==> src/common/riscv_dcache_pkg.sv <==
`default_nettype none

package riscv_dcache_pkg;

  localparam int LINE_BYTES = 16;   // fixed, 128-bit line and bit-3 dword select
  localparam int OFFSET_W   = $clog2(LINE_BYTES);

  typedef logic [63:0]           dword_t;
  typedef logic [127:0]          line_t;
  typedef logic [63:0]           paddr_t;
  typedef logic [63-OFFSET_W:0]  line_addr_t;   // paddr without byte offset

  // store size, same as the low funct3 bits of a store
  typedef enum logic [1:0] {
    SIZE_BYTE   = 2'b00,
    SIZE_HALF   = 2'b01,
    SIZE_WORD   = 2'b10,
    SIZE_DOUBLE = 2'b11
  } store_size_t;

  // bit 5 = doubleword, bits 4:0 = funct5
  typedef logic [5:0] amo_op_t;

  localparam logic [4:0] AMO_ADD  = 5'b00000;
  localparam logic [4:0] AMO_SWAP = 5'b00001;
  localparam logic [4:0] AMO_XOR  = 5'b00100;
  localparam logic [4:0] AMO_OR   = 5'b01000;
  localparam logic [4:0] AMO_AND  = 5'b01100;
  localparam logic [4:0] AMO_MIN  = 5'b10000;
  localparam logic [4:0] AMO_MAX  = 5'b10100;
  localparam logic [4:0] AMO_MINU = 5'b11000;
  localparam logic [4:0] AMO_MAXU = 5'b11100;

  typedef enum logic [2:0] {
    S_IDLE,
    S_WRITE_BACK,
    S_REFILL,
    S_AMO_READ,
    S_AMO_WRITE
  } dcache_state_t;

  // request toward main memory
  typedef struct packed {
    logic       rden;
    logic       wren;
    line_addr_t line_addr;
    line_t      wline;
  } mem_req_t;

endpackage

`default_nettype wire

==> src/hw/riscv_dcache/riscv_dcache_tag.sv <==
`timescale 1ns/1ns
`default_nettype none

module riscv_dcache_tag #(
  parameter  int CACHE_DEPTH = 64,
  localparam int INDEX       = $clog2(CACHE_DEPTH),
  localparam int TAG         = 64 - $clog2(riscv_dcache_pkg::LINE_BYTES) - INDEX
) (
  input  logic             i_riscv_dcache_clk,
  input  logic             i_riscv_dcache_rst,
  input  logic [INDEX-1:0] i_tag_index,
  input  logic [TAG-1:0]   i_tag_tag,
  input  logic             i_tag_set_dirty,
  input  logic             i_tag_set_valid,
  input  logic             i_tag_replace,
  output logic             o_tag_hit,
  output logic             o_tag_dirty,
  output logic [TAG-1:0]   o_tag_old
);

  logic [CACHE_DEPTH-1:0] valid_q;
  logic [TAG-1:0]         tag_mem   [CACHE_DEPTH];
  logic                   dirty_mem [CACHE_DEPTH];

  always_ff @(posedge i_riscv_dcache_clk or posedge i_riscv_dcache_rst) begin
    if (i_riscv_dcache_rst)
      valid_q <= '0;
    else if (i_tag_set_valid)
      valid_q[i_tag_index] <= 1'b1;
  end

  always_ff @(posedge i_riscv_dcache_clk) begin
    if (i_tag_replace) begin   // new line comes in clean
      tag_mem[i_tag_index]   <= i_tag_tag;
      dirty_mem[i_tag_index] <= 1'b0;
    end else if (i_tag_set_dirty) begin
      dirty_mem[i_tag_index] <= 1'b1;
    end
  end

  assign o_tag_hit   = valid_q[i_tag_index] && (tag_mem[i_tag_index] == i_tag_tag);
  assign o_tag_dirty = valid_q[i_tag_index] && dirty_mem[i_tag_index];
  assign o_tag_old   = tag_mem[i_tag_index];   // victim tag for write-back

  // a refill and a store never land on the array in one cycle
  a_replace_not_dirty: assert property (
    @(posedge i_riscv_dcache_clk) disable iff (i_riscv_dcache_rst)
    !(i_tag_replace && i_tag_set_dirty)
  );

endmodule

`default_nettype wire

==> config.mk <==
export PLATFORM = sky130hd
export DESIGN_NAME = riscv_dcache_tag
export DESIGN_NICKNAME = d
export VERILOG_FILES = /design/src/common/riscv_dcache_pkg.sv /design/src/hw/riscv_dcache/riscv_dcache_tag.sv
export SDC_FILE = /design/constraint.sdc
export NUM_CORES = 2
export LEC_CHECK = 0
export BUFFER_PORTS_ARGS = -buffer_cell sky130_fd_sc_hd__buf_4
export CAP_MARGIN = 5
export CORE_AREA = 2 2 487 683
export DETAILED_ROUTE_END_ITERATION = 8
export DIE_AREA = 0 0 489 685
export PLACE_DENSITY = 0.6
export REMOVE_ABC_BUFFERS = 1
export SETUP_SLACK_MARGIN = 0.05
export SKIP_CTS_REPAIR_TIMING = 1
export SYNTH_ARGS = -nofsm -noshare
export SYNTH_HDL_FRONTEND = slang
export SYNTH_SLANG_ARGS = --single-unit
==> constraint.sdc <==
create_clock -name i_riscv_dcache_clk -period 11.9 [get_ports i_riscv_dcache_clk]
set_clock_uncertainty 0.2 [all_clocks]
set_input_delay 2.975 -clock i_riscv_dcache_clk [delete_from_list [all_inputs] [get_ports i_riscv_dcache_clk]]
set_output_delay 2.975 -clock i_riscv_dcache_clk [all_outputs]
set_load 0.03 [all_outputs]
==> qor.csv <==
metric,value,unit
crit_arrival,8.91,ns
post-synth-top-count-cell,edfxtp_1,
regToRegSetupSlack,11.01,ns
row_count,250,
vdd_ir_drop_max,0.109,mV
hold_ws,0.253,ns
timing.max_slew.rel_slack,0.0553,
number_of_synthesized_flops_with_an_enable_pin,3520,
p_per_area,169,nW/um2
synth_warnings,0,
hold_violation_total_from_the_final_report,0,
timing_worst_setup_path_type,in2out,
min_path_cells,1,
tightestPinTransition,1.42,ns
unrepaired_setup_endpoints_after_global_routing,no,
timing.final.ws_setup,-0.181,ns
worstRegToRegCells,1,
startpoint_type,input pin,
main_area_contributors_after_synthesis,"edfxtp_1, mux4_2, mux2i_1, a221oi_1, a22oi_1",
hp-class,reg2reg,
failed_checks,negative setup slack,
timing.final.crit_share,1.02,
power.sequential.fraction,0.529,
cts_made_buffers,328,
final_cells,12200,
p_leak,49.7,nW
grt.overflow.total,0,
async_reset_ff_frac,0.0179,
route.vias.total,81900,
power.share.combinational,0.065,
finalNetCount,7619,
fp.dieArea,335000,um2
netSwitchingPower,0.00602,W
post_route_cells_drive_above_1_share,0.195,
netlist_instances,7238,
synthesis_to_finish_area_growth,13.8,%
clk-insertion-delay-late,0.90,ns
grt_pass1_wl,680000,um
slew_viol_final,0,
place.detailed.instances,11600,
rr_startpoint,valid_q[60],
crit_path_start,i_tag_index[1],
grt_antenna_before_repair,22,
drv.max_cap_violation_count,0,
total_power,0.0265,W
crit_required,8.73,ns
floorplan.die.height,685,um
critical_path.endpoint_type,primary output,
layout.filler_cells,27000,
layout.core_utilization,0.475,
timing.rr.end,valid_q[60],
synth_top_area_frac,0.768,
most_common_library_cells_after_synthesis,"edfxtp_1, mux2i_1, mux4_2",
drt-total-wl,510000,um
post_synth_num_cell_types,81,
synth_seq_area_share,0.780,
postSynthAreaPerCell,19.0,um2
gp_routability_congestion,0.884,
postSynthRegisterBits,3584,
power.internal,0.0205,W
post_route_minimum_period,12.08,ns
outcome,finished with violations,
grt_start_max_net_pins,80,
remaining_drc_errors,0,
clock_sinks,3584,
switching_share,0.227,
power.clock.fraction,0.406,
cts_tree,built,
avgViaCountPerCell,6.69,
drt_iter0_drc,13800,
syn_area,138000,um2
clkTransAtPathRegs,0.06,ns
synthFlopType,edfxtp_1,
antenna_left,0,
cts-htree-levels,5,
hpwlAfterDp,272000,um
drt_first_pass_iters,8,
starting_utilization_of_the_core_area,0.418,
worst_hold_endpoint,valid_q[23],
groute.usage.overall,0.298,
maxClockFrequency,0.0828,GHz
routedWlPerCell,41.7,um
design.core.area,329000,um2
worstPathMaxFanout,58,
synth.largest_area_cell,edfxtp_1,
finalSetupViolations,1,
die-width,489,um
placement.io_buffers,120,
setup_total_negative_slack,-0.181,ns
io_pins,121,
cts_root_buffer,clkbuf_16,
max-clock-path-buffers,4,
holdCritStartpoint,valid_q[23],
first_global_vias,77800,
through the flow:
stage	setup slack, ns	area (um2)
CTS	0.0246	157000
global route	0.116	157000
detailed placement	0.0286	146000
floorplan	-0.950	135000
finish	-0.181	157000
global placement	-0.0157	146000
cell families after synthesis:
group	synth area share
flip-flops	0.780
buffers and inverters	0.0171
AO/OA/AOI/OAI	0.0782
multiplexers	0.0951
AND/OR/NAND/NOR	0.0267
XOR/XNOR	0.00293
power groups by stage:
stage	combinational (W)	sequential [W]	clock [W]
after floorplan	0.000688	0.0143	0
after global placement	0.00168	0.0143	0
after detailed placement	0.00170	0.0143	0
after CTS	0.00170	0.0140	0.0108
after global routing	0.00177	0.0140	0.0113
final	0.00173	0.0140	0.0108
routing by layer:
layer  vias up  global-route usage  share of wire
met5         -             0.00116        0.00040
met4        19               0.193          0.077
met3      1532              0.0633           0.12
met2      6389               0.468           0.46
met1     43200               0.375           0.34
li1      30800                   -              -
flip-flops by register name (all words and copies together) (netlist names):
name and cells:
dirty_mem 64, tag_mem 3456, valid_q 64
worst max-delay path, cell delays in order:
cell and delay [ns]:
buf_8 0.15, buf_4 0.47, and3b_2 0.62, buf_4 0.43, a22oi_1 0.21, a31oi_1 0.09, or4_1 0.47, or4_1 0.55
xnor2_1 0.38, nand4_1 0.51, nor4_2 0.58, buf_4 0.23, and4_1 0.56, buf_4 0.27
worst max path at each step:
stage | end | slack, ns | cells past startpoint
4_1_cts | o_tag_hit | 0.02 | 14
6_report | o_tag_hit | -0.18 | 14
2_1_floorplan | o_tag_hit | -0.95 | 10
3_5_place_dp | o_tag_hit | 0.03 | 14
5_1_grt | o_tag_hit | 0.12 | 14
3_3_place_gp | o_tag_hit | -0.02 | 14
layout by cell type, fill, tap and decap left out, types with 52 or more instances in the layout:
| cell type | instances |
|---|---|
| clkinv_2 | 59 |
| dfrtp_1 | 64 |
| o21ai_0 | 133 |
| a22oi_1 | 328 |
| mux2i_1 | 425 |
| clkinv_1 | 70 |
| clkbuf_16 | 334 |
| a22o_1 | 69 |
| edfxtp_1 | 3520 |
| a221oi_1 | 295 |
| nor2_4 | 67 |
| nor2_1 | 204 |
| nand2_1 | 186 |
| a21oi_1 | 159 |
| mux2_2 | 112 |
| mux4_2 | 336 |
| o22ai_1 | 150 |
| buf_4 | 418 |
| buf_12 | 61 |
| clkbuf_1 | 52 |
| nand3_1 | 76 |
layout make-up:
type                            instances  area [um2]  share of cell area
Clock buffer                          389        8590              0.0549
Tap cell                             4410        5520              0.0352
Timing Repair Buffer                  482        4400              0.0281
Inverter                               14        65.1            0.000416
Clock inverter                        204        2070              0.0132
Multi-Input combinational cell       3144       28600               0.183
Sequential cell                      3584      107000               0.685
Antenna cell                           13        32.5            0.000208
Note: power is estimated with default switching activity, not from simulation.
