[src/common/riscv_dcache_pkg.sv]
`default_nettype none

package riscv_dcache_pkg;

  localparam int LINE_BYTES = 16;   // fixed, 128-bit line and bit-3 dword select
  localparam int OFFSET_W   = $clog2(LINE_BYTES);

  typedef logic [63:0]           dword_t;
  typedef logic [127:0]          line_t;
  typedef logic [63:0]           paddr_t;
  typedef logic [63-OFFSET_W:0]  line_addr_t;   // paddr without byte offset

  // store size, same as the low funct3 bits of a store
  typedef enum logic [1:0] {
    SIZE_BYTE   = 2'b00,
    SIZE_HALF   = 2'b01,
    SIZE_WORD   = 2'b10,
    SIZE_DOUBLE = 2'b11
  } store_size_t;

  // bit 5 = doubleword, bits 4:0 = funct5
  typedef logic [5:0] amo_op_t;

  localparam logic [4:0] AMO_ADD  = 5'b00000;
  localparam logic [4:0] AMO_SWAP = 5'b00001;
  localparam logic [4:0] AMO_XOR  = 5'b00100;
  localparam logic [4:0] AMO_OR   = 5'b01000;
  localparam logic [4:0] AMO_AND  = 5'b01100;
  localparam logic [4:0] AMO_MIN  = 5'b10000;
  localparam logic [4:0] AMO_MAX  = 5'b10100;
  localparam logic [4:0] AMO_MINU = 5'b11000;
  localparam logic [4:0] AMO_MAXU = 5'b11100;

  typedef enum logic [2:0] {
    S_IDLE,
    S_WRITE_BACK,
    S_REFILL,
    S_AMO_READ,
    S_AMO_WRITE
  } dcache_state_t;

  // request toward main memory
  typedef struct packed {
    logic       rden;
    logic       wren;
    line_addr_t line_addr;
    line_t      wline;
  } mem_req_t;

endpackage

`default_nettype wire

[src/hw/riscv_dcache/riscv_dcache_fsm.sv]
`timescale 1ns/1ns
`default_nettype none

module riscv_dcache_fsm (
  input  logic i_riscv_dcache_clk,
  input  logic i_riscv_dcache_rst,
  input  logic i_fsm_globstall,
  input  logic i_fsm_rden,
  input  logic i_fsm_wren,
  input  logic i_fsm_amo,
  input  logic i_fsm_hit,
  input  logic i_fsm_dirty,
  input  logic i_fsm_mem_ready,
  output logic o_fsm_cache_wren,
  output logic o_fsm_refill,
  output logic o_fsm_amo_sel,
  output logic o_fsm_mem_rden,
  output logic o_fsm_mem_wren,
  output logic o_fsm_set_dirty,
  output logic o_fsm_set_valid,
  output logic o_fsm_old_tag_sel,
  output logic o_fsm_amo_buffer_en,
  output logic o_fsm_stall
);
  import riscv_dcache_pkg::*;

  dcache_state_t state_q, state_d;
  logic          amo_done_q;   // amo written, let the final hit pass
  logic          access;

  assign access = i_fsm_rden | i_fsm_wren | i_fsm_amo;

  always_ff @(posedge i_riscv_dcache_clk or posedge i_riscv_dcache_rst) begin
    if (i_riscv_dcache_rst) begin
      state_q    <= S_IDLE;
      amo_done_q <= 1'b0;
    end else begin
      state_q <= state_d;
      if (state_q == S_AMO_WRITE)
        amo_done_q <= 1'b1;
      else if (state_q == S_IDLE && !i_fsm_globstall)
        amo_done_q <= 1'b0;
    end
  end

  ////////////////////////////////////////
  // next state and outputs
  ////////////////////////////////////////
  always_comb begin
    state_d             = state_q;
    o_fsm_cache_wren    = 1'b0;
    o_fsm_refill        = 1'b0;
    o_fsm_amo_sel       = 1'b0;
    o_fsm_mem_rden      = 1'b0;
    o_fsm_mem_wren      = 1'b0;
    o_fsm_set_dirty     = 1'b0;
    o_fsm_set_valid     = 1'b0;
    o_fsm_old_tag_sel   = 1'b0;
    o_fsm_amo_buffer_en = 1'b0;
    o_fsm_stall         = 1'b0;

    case (state_q)
      S_IDLE: begin
        if (access && !i_fsm_globstall) begin
          if (!i_fsm_hit) begin
            o_fsm_stall = 1'b1;   // miss, stall from the request cycle
            state_d     = i_fsm_dirty ? S_WRITE_BACK : S_REFILL;
          end else if (i_fsm_amo && !amo_done_q) begin
            o_fsm_stall = 1'b1;
            state_d     = S_AMO_READ;
          end else if (i_fsm_wren && !i_fsm_amo) begin
            o_fsm_cache_wren = 1'b1;   // store hit
            o_fsm_set_dirty  = 1'b1;
          end
        end
      end
      S_WRITE_BACK: begin
        o_fsm_stall       = 1'b1;
        o_fsm_mem_wren    = 1'b1;
        o_fsm_old_tag_sel = 1'b1;
        if (i_fsm_mem_ready)
          state_d = S_REFILL;
      end
      S_REFILL: begin
        o_fsm_stall    = 1'b1;
        o_fsm_mem_rden = 1'b1;
        o_fsm_refill   = 1'b1;
        if (i_fsm_mem_ready) begin   // line valid in the ready cycle
          o_fsm_cache_wren = 1'b1;
          o_fsm_set_valid  = 1'b1;
          state_d          = S_IDLE;
        end
      end
      S_AMO_READ: begin
        o_fsm_stall         = 1'b1;
        o_fsm_amo_buffer_en = 1'b1;
        state_d             = S_AMO_WRITE;
      end
      S_AMO_WRITE: begin
        o_fsm_stall      = 1'b1;
        o_fsm_amo_sel    = 1'b1;
        o_fsm_cache_wren = 1'b1;
        o_fsm_set_dirty  = 1'b1;
        state_d          = S_IDLE;
      end
      default: state_d = S_IDLE;
    endcase
  end

  a_strobe_excl: assert property (
    @(posedge i_riscv_dcache_clk) disable iff (i_riscv_dcache_rst)
    !(o_fsm_mem_rden && o_fsm_mem_wren)
  );

  // cpu never sees a busy cache as done
  a_stall_busy: assert property (
    @(posedge i_riscv_dcache_clk) disable iff (i_riscv_dcache_rst)
    (state_q != S_IDLE) |-> o_fsm_stall
  );

endmodule

`default_nettype wire

[config.mk]
export PLATFORM = sky130hd
export DESIGN_NAME = riscv_dcache_fsm
export DESIGN_NICKNAME = d
export VERILOG_FILES = /design/src/common/riscv_dcache_pkg.sv /design/src/hw/riscv_dcache/riscv_dcache_fsm.sv
export SDC_FILE = /design/constraint.sdc
export NUM_CORES = 1
export LEC_CHECK = 0
export ABC_AREA = 1
export BUFFER_PORTS_ARGS = -buffer_cell sky130_fd_sc_hd__clkbuf_2
export CAP_MARGIN = 10
export CORE_AREA = 2 2 39 41
export CTS_CLUSTER_DIAMETER = 150
export DETAILED_ROUTE_END_ITERATION = 6
export DIE_AREA = 0 0 41 43
export GPL_ROUTABILITY_DRIVEN = 0
export GPL_TIMING_DRIVEN = 0
export PLACE_DENSITY = 0.55
export REMOVE_ABC_BUFFERS = 1
export SLEW_MARGIN = 20
export SYNTH_ARGS = -nofsm -noshare
export SYNTH_HDL_FRONTEND = slang
export SYNTH_SLANG_ARGS = --single-unit
[constraint.sdc]
create_clock -name i_riscv_dcache_clk -period 1 [get_ports i_riscv_dcache_clk]
set_input_delay 0.2 -clock i_riscv_dcache_clk [delete_from_list [all_inputs] [get_ports i_riscv_dcache_clk]]
set_output_delay 0.2 -clock i_riscv_dcache_clk [all_outputs]
set_load 0.01 [all_outputs]
==> results.yml <==
sta:
  finalClockSkew_ns: 0.00343
  hold_viol: 0
  finalCriticalPeriod_ns: 1.44
  setup_viol: 13
  rsz0062_at_grt: "yes"
  fmax_mhz: 696
  setup_ws_ns: -0.437
  drv_slew: 0
  period_share_pct: 144
  worstMarginPinSlew_ns: 0.182
  max_slew_margin_pct: 87.9
power_and_ir_drop:
  powerDensity_nw_per_um2: 2900
  ir_drop_mv: 1.13
  leakage_nw: 0.360
logic_synthesis:
  synth-seq-cells: 4
  synth_top_cell_by_area: "dfrtp_1"
  syn_inst: 51
  yosys_warnings: 0
  synth-seq-area-share_pct: 30.0
  syn_avg_cell_area_um2: 6.55
  yosysUniqueCellTypes: 16
  synth_top_area_share_pct: 30.0
  synth_area_um2: 334
  netlist_top_cells_area: "dfrtp_1 (30%), inv_1 (10%), nand2_1 (10%)"
global_routing:
  grt-busiest-layer: "met2"
  grt_pass1_vias: 399
  use_met2_pct: 21.3
  grt_use_total_pct: 13.5
  grt_max_degree: 6
  use_met3_pct: 6.28
  antenna_found_initial: 0
  grt.overflow.total: 0
  use_met1_pct: 14.5
  grt_pass1_wl_um: 1560
clock_tree:
  clkTransAtPathRegs_ns: 0.04
  cts_sinks: 4
  cts_made_buffers: 3
  htreeDepth: 1
  cts_tree: "done"
  clockRootBuffer: "clkbuf_4"
  cts_buffer_depth: 2
  insertion_delay_ns: 0.24
min_path:
  hp-class: "in -> reg"
status:
  violations: "negative setup slack"
  status: "complete, but fails checks"
detailed_routing:
  ant_nets: 0
  vias_per_cell: 4.22
  drt_iter0_drc: 0
  vias: 414
  route.detailed.drc: 0
  wl_per_cell_um: 10.3
  wirelength_um: 1010
  dr.pass1.iters: 1
flow_run:
  cap_violations: 0
die:
  num_io_pins: 19
  dieWidth_um: 41
  start_util_pct: 24.1
  core_area_um2: 1380
  num_rows: 14
  die_h_um: 43
  die_area_um2: 1760
setup_path:
  startpoint_type: "flip-flop"
  endpoint_kind: "primary output"
  slowest_stage: "dfrtp_1"
  required_ns: 0.80
  crit_chain: "inv_2 > nand2_4 > nor2_4 > nand4_1 > nand3b_1 > buf_2"
  critPathMaxStageDelay_ns: 0.41
  cp_max_fo: 3
  cp.arrival_ns: 1.24
  path_class: "reg -> out"
layout:
  area_growth_pct: 88.8
  register_area_um2: 101
  diodes: 0
  final_nets: 93
  drive_above_1_share_pct: 63.4
  multiInputGateArea_um2: 228
  num-fill-cells: 148
  fin_area_um2: 631
placed_design:
  dp_slack_ns: -0.257
  io_buffers: 18
  dpl_cell_area_um2: 429
  dp_hpwl_um: 603
[state kept, by name, summed over array words and instances, names as in the netlist]
signal,cells
state_q,3
amo_done_q,1
[power by group]
group          leakage [nW]  internal [mW]  switching (mW)
Combinational         0.296          0.658           0.672
Sequential           0.0509          0.225          0.0753
Clock                0.0138          0.134          0.0660
Total                 0.360           1.02           0.813
[cell type report]
class / instances / share of cell area [%]
Multi-Input combinational cell: 33 / 36.1
Timing Repair Buffer: 30 / 33.1
Sequential cell: 4 / 16.1
Inverter: 12 / 7.94
Clock buffer: 3 / 3.57
Tap cell: 16 / 3.17
[cells in the final DEF (no fill, tap or decap), drive strengths merged]
cell	netlist	routed
a31oi	1	1
buf	2	17
clkbuf	0	15
dfrtp	4	4
dlygate4sd3	0	1
inv	12	12
nand2	13	13
nand3	5	5
nand3b	1	1
nand4	1	1
nor2	6	6
nor3	4	4
o21a	1	1
o21ai	1	1
[final timing paths]
kind | cells after the start | to | from | slack, ns
worst min-delay path | 3 | amo_done_q | i_fsm_globstall | 0.29
min in group asynchronous | 3 | state_q[2] | i_riscv_dcache_rst | 0.37
worst min register to register | 2 | amo_done_q | amo_done_q | 0.53
worst max-delay path | 6 | o_fsm_cache_wren | state_q[1] | -0.44
max in group asynchronous | 3 | state_q[0] | i_riscv_dcache_rst | 0.46
worst max register to register | 7 | state_q[1] | state_q[1] | -0.15
[synthesized netlist by cell type]
master,count
nand3_1,4
nand2_2,4
inv_1,9
inv_2,3
buf_4,2
a31oi_1,1
nor3_1,4
nor2_2,1
nor2_1,5
nand3_4,1
nand4_1,1
nand3b_1,1
o21ai_0,1
o21a_1,1
dfrtp_1,4
nand2_1,9
[cells by family after synthesis]
kind of cell | count (synthesis) | share of synthesized area (%)
simple gates | 30 | 46.4
buf+inv | 14 | 18.0
compound gates | 3 | 5.62
flops | 4 | 30.0
[worst max-delay path: cells and delay by family (launching register included)]
kind,cells,cell delay (ns)
flip-flops,1,0.41
AND/OR/NAND/NOR,4,0.36
buffers and inverters,2,0.23
[per-layer routing]
| layer | part of all wire, % | routed length [um] |
|---|---|---|
| met2 | 57 | 577 |
| met1 | 36 | 363 |
| met5 | 0 | 0 |
| met3 | 6.5 | 65 |
| met4 | 0 | 0 |
[through the flow]
stage | util (%) | hold slack [ns] | instances | TNS (ns) | total power [mW]
after global routing | 45.6 | 0.294 | 98 | -4.89 | 1.98
final | 45.6 | 0.285 | 98 | -3.93 | 1.83
after floorplan | - | -0.0339 | 49 | -0.315 | 0.806
after detailed placement | 31.0 | 0.0698 | 83 | -1.31 | 1.04
after CTS | 40.2 | 0.247 | 95 | -3.55 | 1.57
after global placement | 31.0 | 0.0674 | 83 | -1.34 | 1.05
[what timing repair did]
item | in CTS | in global routing
resized for setup | 12 | 17
endpoints found under the setup margin | 12 | 14
pin swaps | 4 | 5
setup buffers | 8 | 4
cloned | 0 | 0
hold endpoints to repair | 4 | 0
hold buffers | 1 | 0
No activity file was read; power rests on OpenSTA's default activity.
