File: config.mk
export PLATFORM = sky130hd
export DESIGN_NAME = riscv_amo_unit
export DESIGN_NICKNAME = d
export VERILOG_FILES = /design/src/common/riscv_dcache_pkg.sv /design/src/hw/riscv_dcache/riscv_amo_unit.sv
export SDC_FILE = /design/constraint.sdc
export NUM_CORES = 1
export LEC_CHECK = 0
export ABC_AREA = 1
export BUFFER_PORTS_ARGS = -buffer_cell sky130_fd_sc_hd__buf_2
export CAP_MARGIN = 15
export CORE_MARGIN = 2
export CORE_UTILIZATION = 53
export DETAILED_ROUTE_END_ITERATION = 8
export PLACE_DENSITY = 0.75
export SLEW_MARGIN = 20
export SYNTH_ARGS = -nofsm -noshare
export SYNTH_HDL_FRONTEND = slang
export SYNTH_SLANG_ARGS = --single-unit
File: constraint.sdc
create_clock -name vclk -period 8.27
set_input_delay 1.654 -clock vclk [all_inputs]
set_output_delay 1.654 -clock vclk [all_outputs]
set_load 0.01 [all_outputs]
File: src/common/riscv_dcache_pkg.sv
`default_nettype none

package riscv_dcache_pkg;

  localparam int LINE_BYTES = 16;   // fixed, 128-bit line and bit-3 dword select
  localparam int OFFSET_W   = $clog2(LINE_BYTES);

  typedef logic [63:0]           dword_t;
  typedef logic [127:0]          line_t;
  typedef logic [63:0]           paddr_t;
  typedef logic [63-OFFSET_W:0]  line_addr_t;   // paddr without byte offset

  // store size, same as the low funct3 bits of a store
  typedef enum logic [1:0] {
    SIZE_BYTE   = 2'b00,
    SIZE_HALF   = 2'b01,
    SIZE_WORD   = 2'b10,
    SIZE_DOUBLE = 2'b11
  } store_size_t;

  // bit 5 = doubleword, bits 4:0 = funct5
  typedef logic [5:0] amo_op_t;

  localparam logic [4:0] AMO_ADD  = 5'b00000;
  localparam logic [4:0] AMO_SWAP = 5'b00001;
  localparam logic [4:0] AMO_XOR  = 5'b00100;
  localparam logic [4:0] AMO_OR   = 5'b01000;
  localparam logic [4:0] AMO_AND  = 5'b01100;
  localparam logic [4:0] AMO_MIN  = 5'b10000;
  localparam logic [4:0] AMO_MAX  = 5'b10100;
  localparam logic [4:0] AMO_MINU = 5'b11000;
  localparam logic [4:0] AMO_MAXU = 5'b11100;

  typedef enum logic [2:0] {
    S_IDLE,
    S_WRITE_BACK,
    S_REFILL,
    S_AMO_READ,
    S_AMO_WRITE
  } dcache_state_t;

  // request toward main memory
  typedef struct packed {
    logic       rden;
    logic       wren;
    line_addr_t line_addr;
    line_t      wline;
  } mem_req_t;

endpackage

`default_nettype wire

File: src/hw/riscv_dcache/riscv_amo_unit.sv
`timescale 1ns/1ns
`default_nettype none

module riscv_amo_unit (
  input  riscv_dcache_pkg::amo_op_t i_riscv_amo_ctrl,
  input  riscv_dcache_pkg::dword_t  i_riscv_amo_rs1data,
  input  riscv_dcache_pkg::dword_t  i_riscv_amo_rs2data,
  output riscv_dcache_pkg::dword_t  o_riscv_amo_result
);
  import riscv_dcache_pkg::*;

  logic       is_dword;
  logic [4:0] funct5;
  logic       lt_s;   // rs1 < rs2 signed
  logic       lt_u;   // rs1 < rs2 unsigned
  dword_t     sum;
  dword_t     res;

  assign is_dword = i_riscv_amo_ctrl[5];
  assign funct5   = i_riscv_amo_ctrl[4:0];

  always_comb begin
    if (is_dword) begin
      lt_s = $signed(i_riscv_amo_rs1data) < $signed(i_riscv_amo_rs2data);
      lt_u = i_riscv_amo_rs1data < i_riscv_amo_rs2data;
      sum  = i_riscv_amo_rs1data + i_riscv_amo_rs2data;
    end else begin   // word op on the low halves
      lt_s = $signed(i_riscv_amo_rs1data[31:0]) < $signed(i_riscv_amo_rs2data[31:0]);
      lt_u = i_riscv_amo_rs1data[31:0] < i_riscv_amo_rs2data[31:0];
      sum  = {32'b0, i_riscv_amo_rs1data[31:0] + i_riscv_amo_rs2data[31:0]};
    end
  end

  always_comb begin
    case (funct5)
      AMO_SWAP: res = i_riscv_amo_rs2data;
      AMO_ADD:  res = sum;
      AMO_XOR:  res = i_riscv_amo_rs1data ^ i_riscv_amo_rs2data;
      AMO_AND:  res = i_riscv_amo_rs1data & i_riscv_amo_rs2data;
      AMO_OR:   res = i_riscv_amo_rs1data | i_riscv_amo_rs2data;
      AMO_MIN:  res = lt_s ? i_riscv_amo_rs1data : i_riscv_amo_rs2data;
      AMO_MAX:  res = lt_s ? i_riscv_amo_rs2data : i_riscv_amo_rs1data;
      AMO_MINU: res = lt_u ? i_riscv_amo_rs1data : i_riscv_amo_rs2data;
      AMO_MAXU: res = lt_u ? i_riscv_amo_rs2data : i_riscv_amo_rs1data;
      default:  res = i_riscv_amo_rs1data;   // unknown op keeps memory
    endcase
  end

  // word result sits in the low half
  assign o_riscv_amo_result = is_dword ? res : {32'b0, res[31:0]};

endmodule

`default_nettype wire

==> out/summary.md <==
The total negative slack was 0 ns; the pre-CTS worst setup slack was 1.18 ns. Counting every net in the synthesized netlist gives 2,935. The tools report the leakage power as 7.42 nW. The run finished with clean final reports. The setup violation total in the final timing report was 0. The worst setup path is launched from an input port.

The tools report the number of warning messages in the yosys log as 0. The clock buffer count is 0. A synthesized cell averages 5.17 µm². Capturing element type of the critical path: an output pin. The logs give 0 for the sequential area share after synthesis and 0 for the count of unresolved DRC violations after routing.

After clock tree synthesis, the flow added hold-fix buffers numbering 0. For the worst setup path, the data arrival time is 5.63 ns. Number of max-slew violations in the final report: 0.

The slowest stage of the critical path is the sky130_fd_sc_hd__nor4_1 cell. Gates resized during post-CTS repair numbered 0. The logs give 0 for the post-CTS setup buffer count and 3,041 for the final-stage net count.

The via total after detailed routing is 18,200. Summing every instance area after synthesis gives 0.0135 mm². The tools report the first-pass iteration count of the detailed router as 6. The last weighted congestion value of the routability-driven placer was 1.09.

The most numerous cell type found on the critical path is sky130_fd_sc_hd__nand2_1. The count of nets left with antenna violations once routing finished came out at 0. Dividing total power by cell area gives a power density of 63.7 mW/mm².

The number of max-capacitance violations reported was 0. The signed area change from the synthesized netlist to the final layout works out to 6.82%. The total global routing track utilization was 0.391. The final HPWL from detailed placement was 42,000 µm.

The setup slack of the critical path after layout was 0.990 ns. The core region is 0.0251 mm². For the pin with the worst max-slew slack, the measured transition is 1.07 ns. Across the whole layout, storage elements account for 0 µm². The stage delay of the slowest cell on the critical path came out at 0.87 ns. The fraction of layout instances using a drive strength above 1 was 0.0977; the global-route wire length before repair was 85,300 µm.

The wire length reported by the detailed router came out at 55,000 µm. The starting density of the core came out at 0.537. The combined buffer and inverter count along the critical path was 3; the count of sequential standard cells was 0. The clock period could shrink to 7.28 ns. In the synthesized netlist, the number of instances is 2,608. The critical path in this run is classified as input port to output pin. In this run the worst path has a maximum fanout of 33.

For the final hold violation count, the log shows 0. From left edge to right edge, the die measures 164 µm. Port buffering added 198 buffers. Entering global routing, the biggest net connects 64 pins. Pin placement for this block handled 198 I/O pins.

In this design, the largest share of critical-path delay is due to simple AND/OR/NAND/NOR gates. For the timing-limited maximum frequency, the log shows 137 MHz. The critical path goes through buf_2 -> inv_1 -> ha_1 -> nor4_1 -> nand2_1 -> nand2_1 -> nand2_1 -> nand2_1 -> nor2_4 -> nand3_4 -> nand2_2 -> nand2_1 -> o21ai_2 -> nand2_2 -> nand2_1 -> nand2_1 -> nor2_1 -> nor2_1 -> buf_2.

Setup repair after global routing left no endpoint under its margin. The run gives 0.283 as the tightest slew margin relative to the limit. Worst hold-check path type: input port to output pin. In the final routed layout, each cell accounts on average for 18.1 µm. Data on the critical path is required at its endpoint by 6.62 ns. After detailed routing, the number of vias per cell comes to 5.99. The number of antenna violations at the first check in global routing was 0; the area of the die was 0.0268 mm². The post-route fraction of the period consumed by the critical path is 0.880. In this run the core area contains 58 standard-cell rows.

The total congestion overflow after global routing was 0; the number of diodes added for antenna fixing was 0. In this run, distinct cell masters in the synthesized netlist total 49. The die is 164 µm tall. The worst-case IR drop observed on VDD is 53.0 µV.

For the via count of the first global-routing pass, the log shows 16,200. The initial DRC count was 2,144.
[through the flow]
| stage | instance area (µm²) | hold slack, ns | util | instances | power, W |
|---|---|---|---|---|---|
| finish | 14400 | 3.71 | 0.574 | 3042 | 0.000919 |
| global route | 14400 | 3.74 | 0.574 | 3042 | 0.00101 |
| CTS | 14400 | 3.71 | 0.574 | 3042 | 0.000896 |
| detailed placement | 14400 | 3.70 | 0.574 | 3042 | 0.000892 |
| global placement | 14400 | 3.70 | 0.574 | 3042 | 0.000875 |
| floorplan | 13500 | 3.46 | - | 2608 | 0.000625 |
[where the power goes]
group / switching, W / internal [W]
clock: 0 / 0
combinational: 0.000643 / 0.000276
sequential: 0 / 0
total: 0.000643 / 0.000276
[Yosys cell counts, types with 2 or more instances]
cell                        instances  area, µm²
sky130_fd_sc_hd__o2111ai_1          7       61.3
sky130_fd_sc_hd__nand3_4            2       35.0
sky130_fd_sc_hd__a211oi_1          34        255
sky130_fd_sc_hd__buf_4              8       60.1
sky130_fd_sc_hd__o22ai_1           30        188
sky130_fd_sc_hd__buf_2             17       85.1
sky130_fd_sc_hd__a21o_1             2       15.0
sky130_fd_sc_hd__nand3b_1          26        195
sky130_fd_sc_hd__or2_2              4       25.0
sky130_fd_sc_hd__nor4_1             7       43.8
sky130_fd_sc_hd__nand3_1          252       1260
sky130_fd_sc_hd__a21boi_0           4       30.0
sky130_fd_sc_hd__and3_1             4       25.0
sky130_fd_sc_hd__clkbuf_2           4       20.0
sky130_fd_sc_hd__buf_1              4       15.0
sky130_fd_sc_hd__a31oi_1           11       68.8
sky130_fd_sc_hd__nand4_1           14       87.6
sky130_fd_sc_hd__o211ai_1          14        105
sky130_fd_sc_hd__o21ai_1           10       50.1
sky130_fd_sc_hd__nor2_1           379       1420
sky130_fd_sc_hd__o21ai_0          199        996
sky130_fd_sc_hd__nand2_1          669       2510
sky130_fd_sc_hd__ha_1             192       2400
sky130_fd_sc_hd__a21oi_1          157        786
sky130_fd_sc_hd__o21a_1            12       90.1
sky130_fd_sc_hd__nand2_4            6       67.6
sky130_fd_sc_hd__inv_1            356       1340
sky130_fd_sc_hd__nor2_4             4       45.0
sky130_fd_sc_hd__o221ai_1          22        193
sky130_fd_sc_hd__nand3_2            2       20.0
sky130_fd_sc_hd__nor2_2             2       12.5
sky130_fd_sc_hd__clkbuf_1          54        203
sky130_fd_sc_hd__nand2_2           10       62.6
sky130_fd_sc_hd__nor3_1            19       95.1
sky130_fd_sc_hd__a221oi_1          20        175
sky130_fd_sc_hd__inv_2             13       48.8
sky130_fd_sc_hd__xor2_1             3       26.3
sky130_fd_sc_hd__o21bai_1           4       30.0
sky130_fd_sc_hd__buf_6             21        236
[layout by cell type (no fill, tap or decap), types with 14 or more instances in the layout]
master / instances
sky130_fd_sc_hd__inv_1: 356
sky130_fd_sc_hd__nor2_1: 375
sky130_fd_sc_hd__a221oi_1: 20
sky130_fd_sc_hd__nand3_1: 252
sky130_fd_sc_hd__nand3b_1: 26
sky130_fd_sc_hd__nand2_1: 669
sky130_fd_sc_hd__o21ai_0: 199
sky130_fd_sc_hd__nand4_1: 14
sky130_fd_sc_hd__o221ai_1: 22
sky130_fd_sc_hd__nor3_1: 17
sky130_fd_sc_hd__o22ai_1: 30
sky130_fd_sc_hd__buf_4: 14
sky130_fd_sc_hd__o211ai_1: 14
sky130_fd_sc_hd__ha_1: 192
sky130_fd_sc_hd__a211oi_1: 34
sky130_fd_sc_hd__a21oi_1: 157
sky130_fd_sc_hd__buf_2: 198
[layer usage]
metal / vias to the layer above / wire, µm / GRT usage
met1: 8320 / 23900 / 0.546
met3: 134 / 5330 / 0.0371
met4: 0 / 1620 / 0.116
li1: 8759 / - / -
met2: 1014 / 24200 / 0.634
met5: - / 0 / 0
[cell families (layout without fill, tap and decap cells)]
logic type | Yosys count | in the layout | synth area share
AND/OR/NAND/NOR | 1402 | 1402 | 0.440
AO/OA/AOI/OAI | 532 | 532 | 0.230
adder cells (fa/ha/maj) | 193 | 193 | 0.180
XOR/XNOR | 3 | 3 | 0.00195
buffers and inverters | 478 | 582 | 0.149
[path summary, 6_finish.rpt]
check	startpoint	cells past startpoint	end	slack [ns]
setup / recovery	i_riscv_amo_rs1data[38]	19	o_riscv_amo_result[8]	0.99
hold / removal	i_riscv_amo_rs1data[0]	4	o_riscv_amo_result[0]	3.71
[area by class of cell]
cell class / instances / area (µm²)
multi-input cells: 2130 / 11500
repair buffers: 212 / 1100
well taps: 330 / 413
fillers: 2742 / 10700
inverters: 370 / 1390
Power figures use the tool's default switching activity.
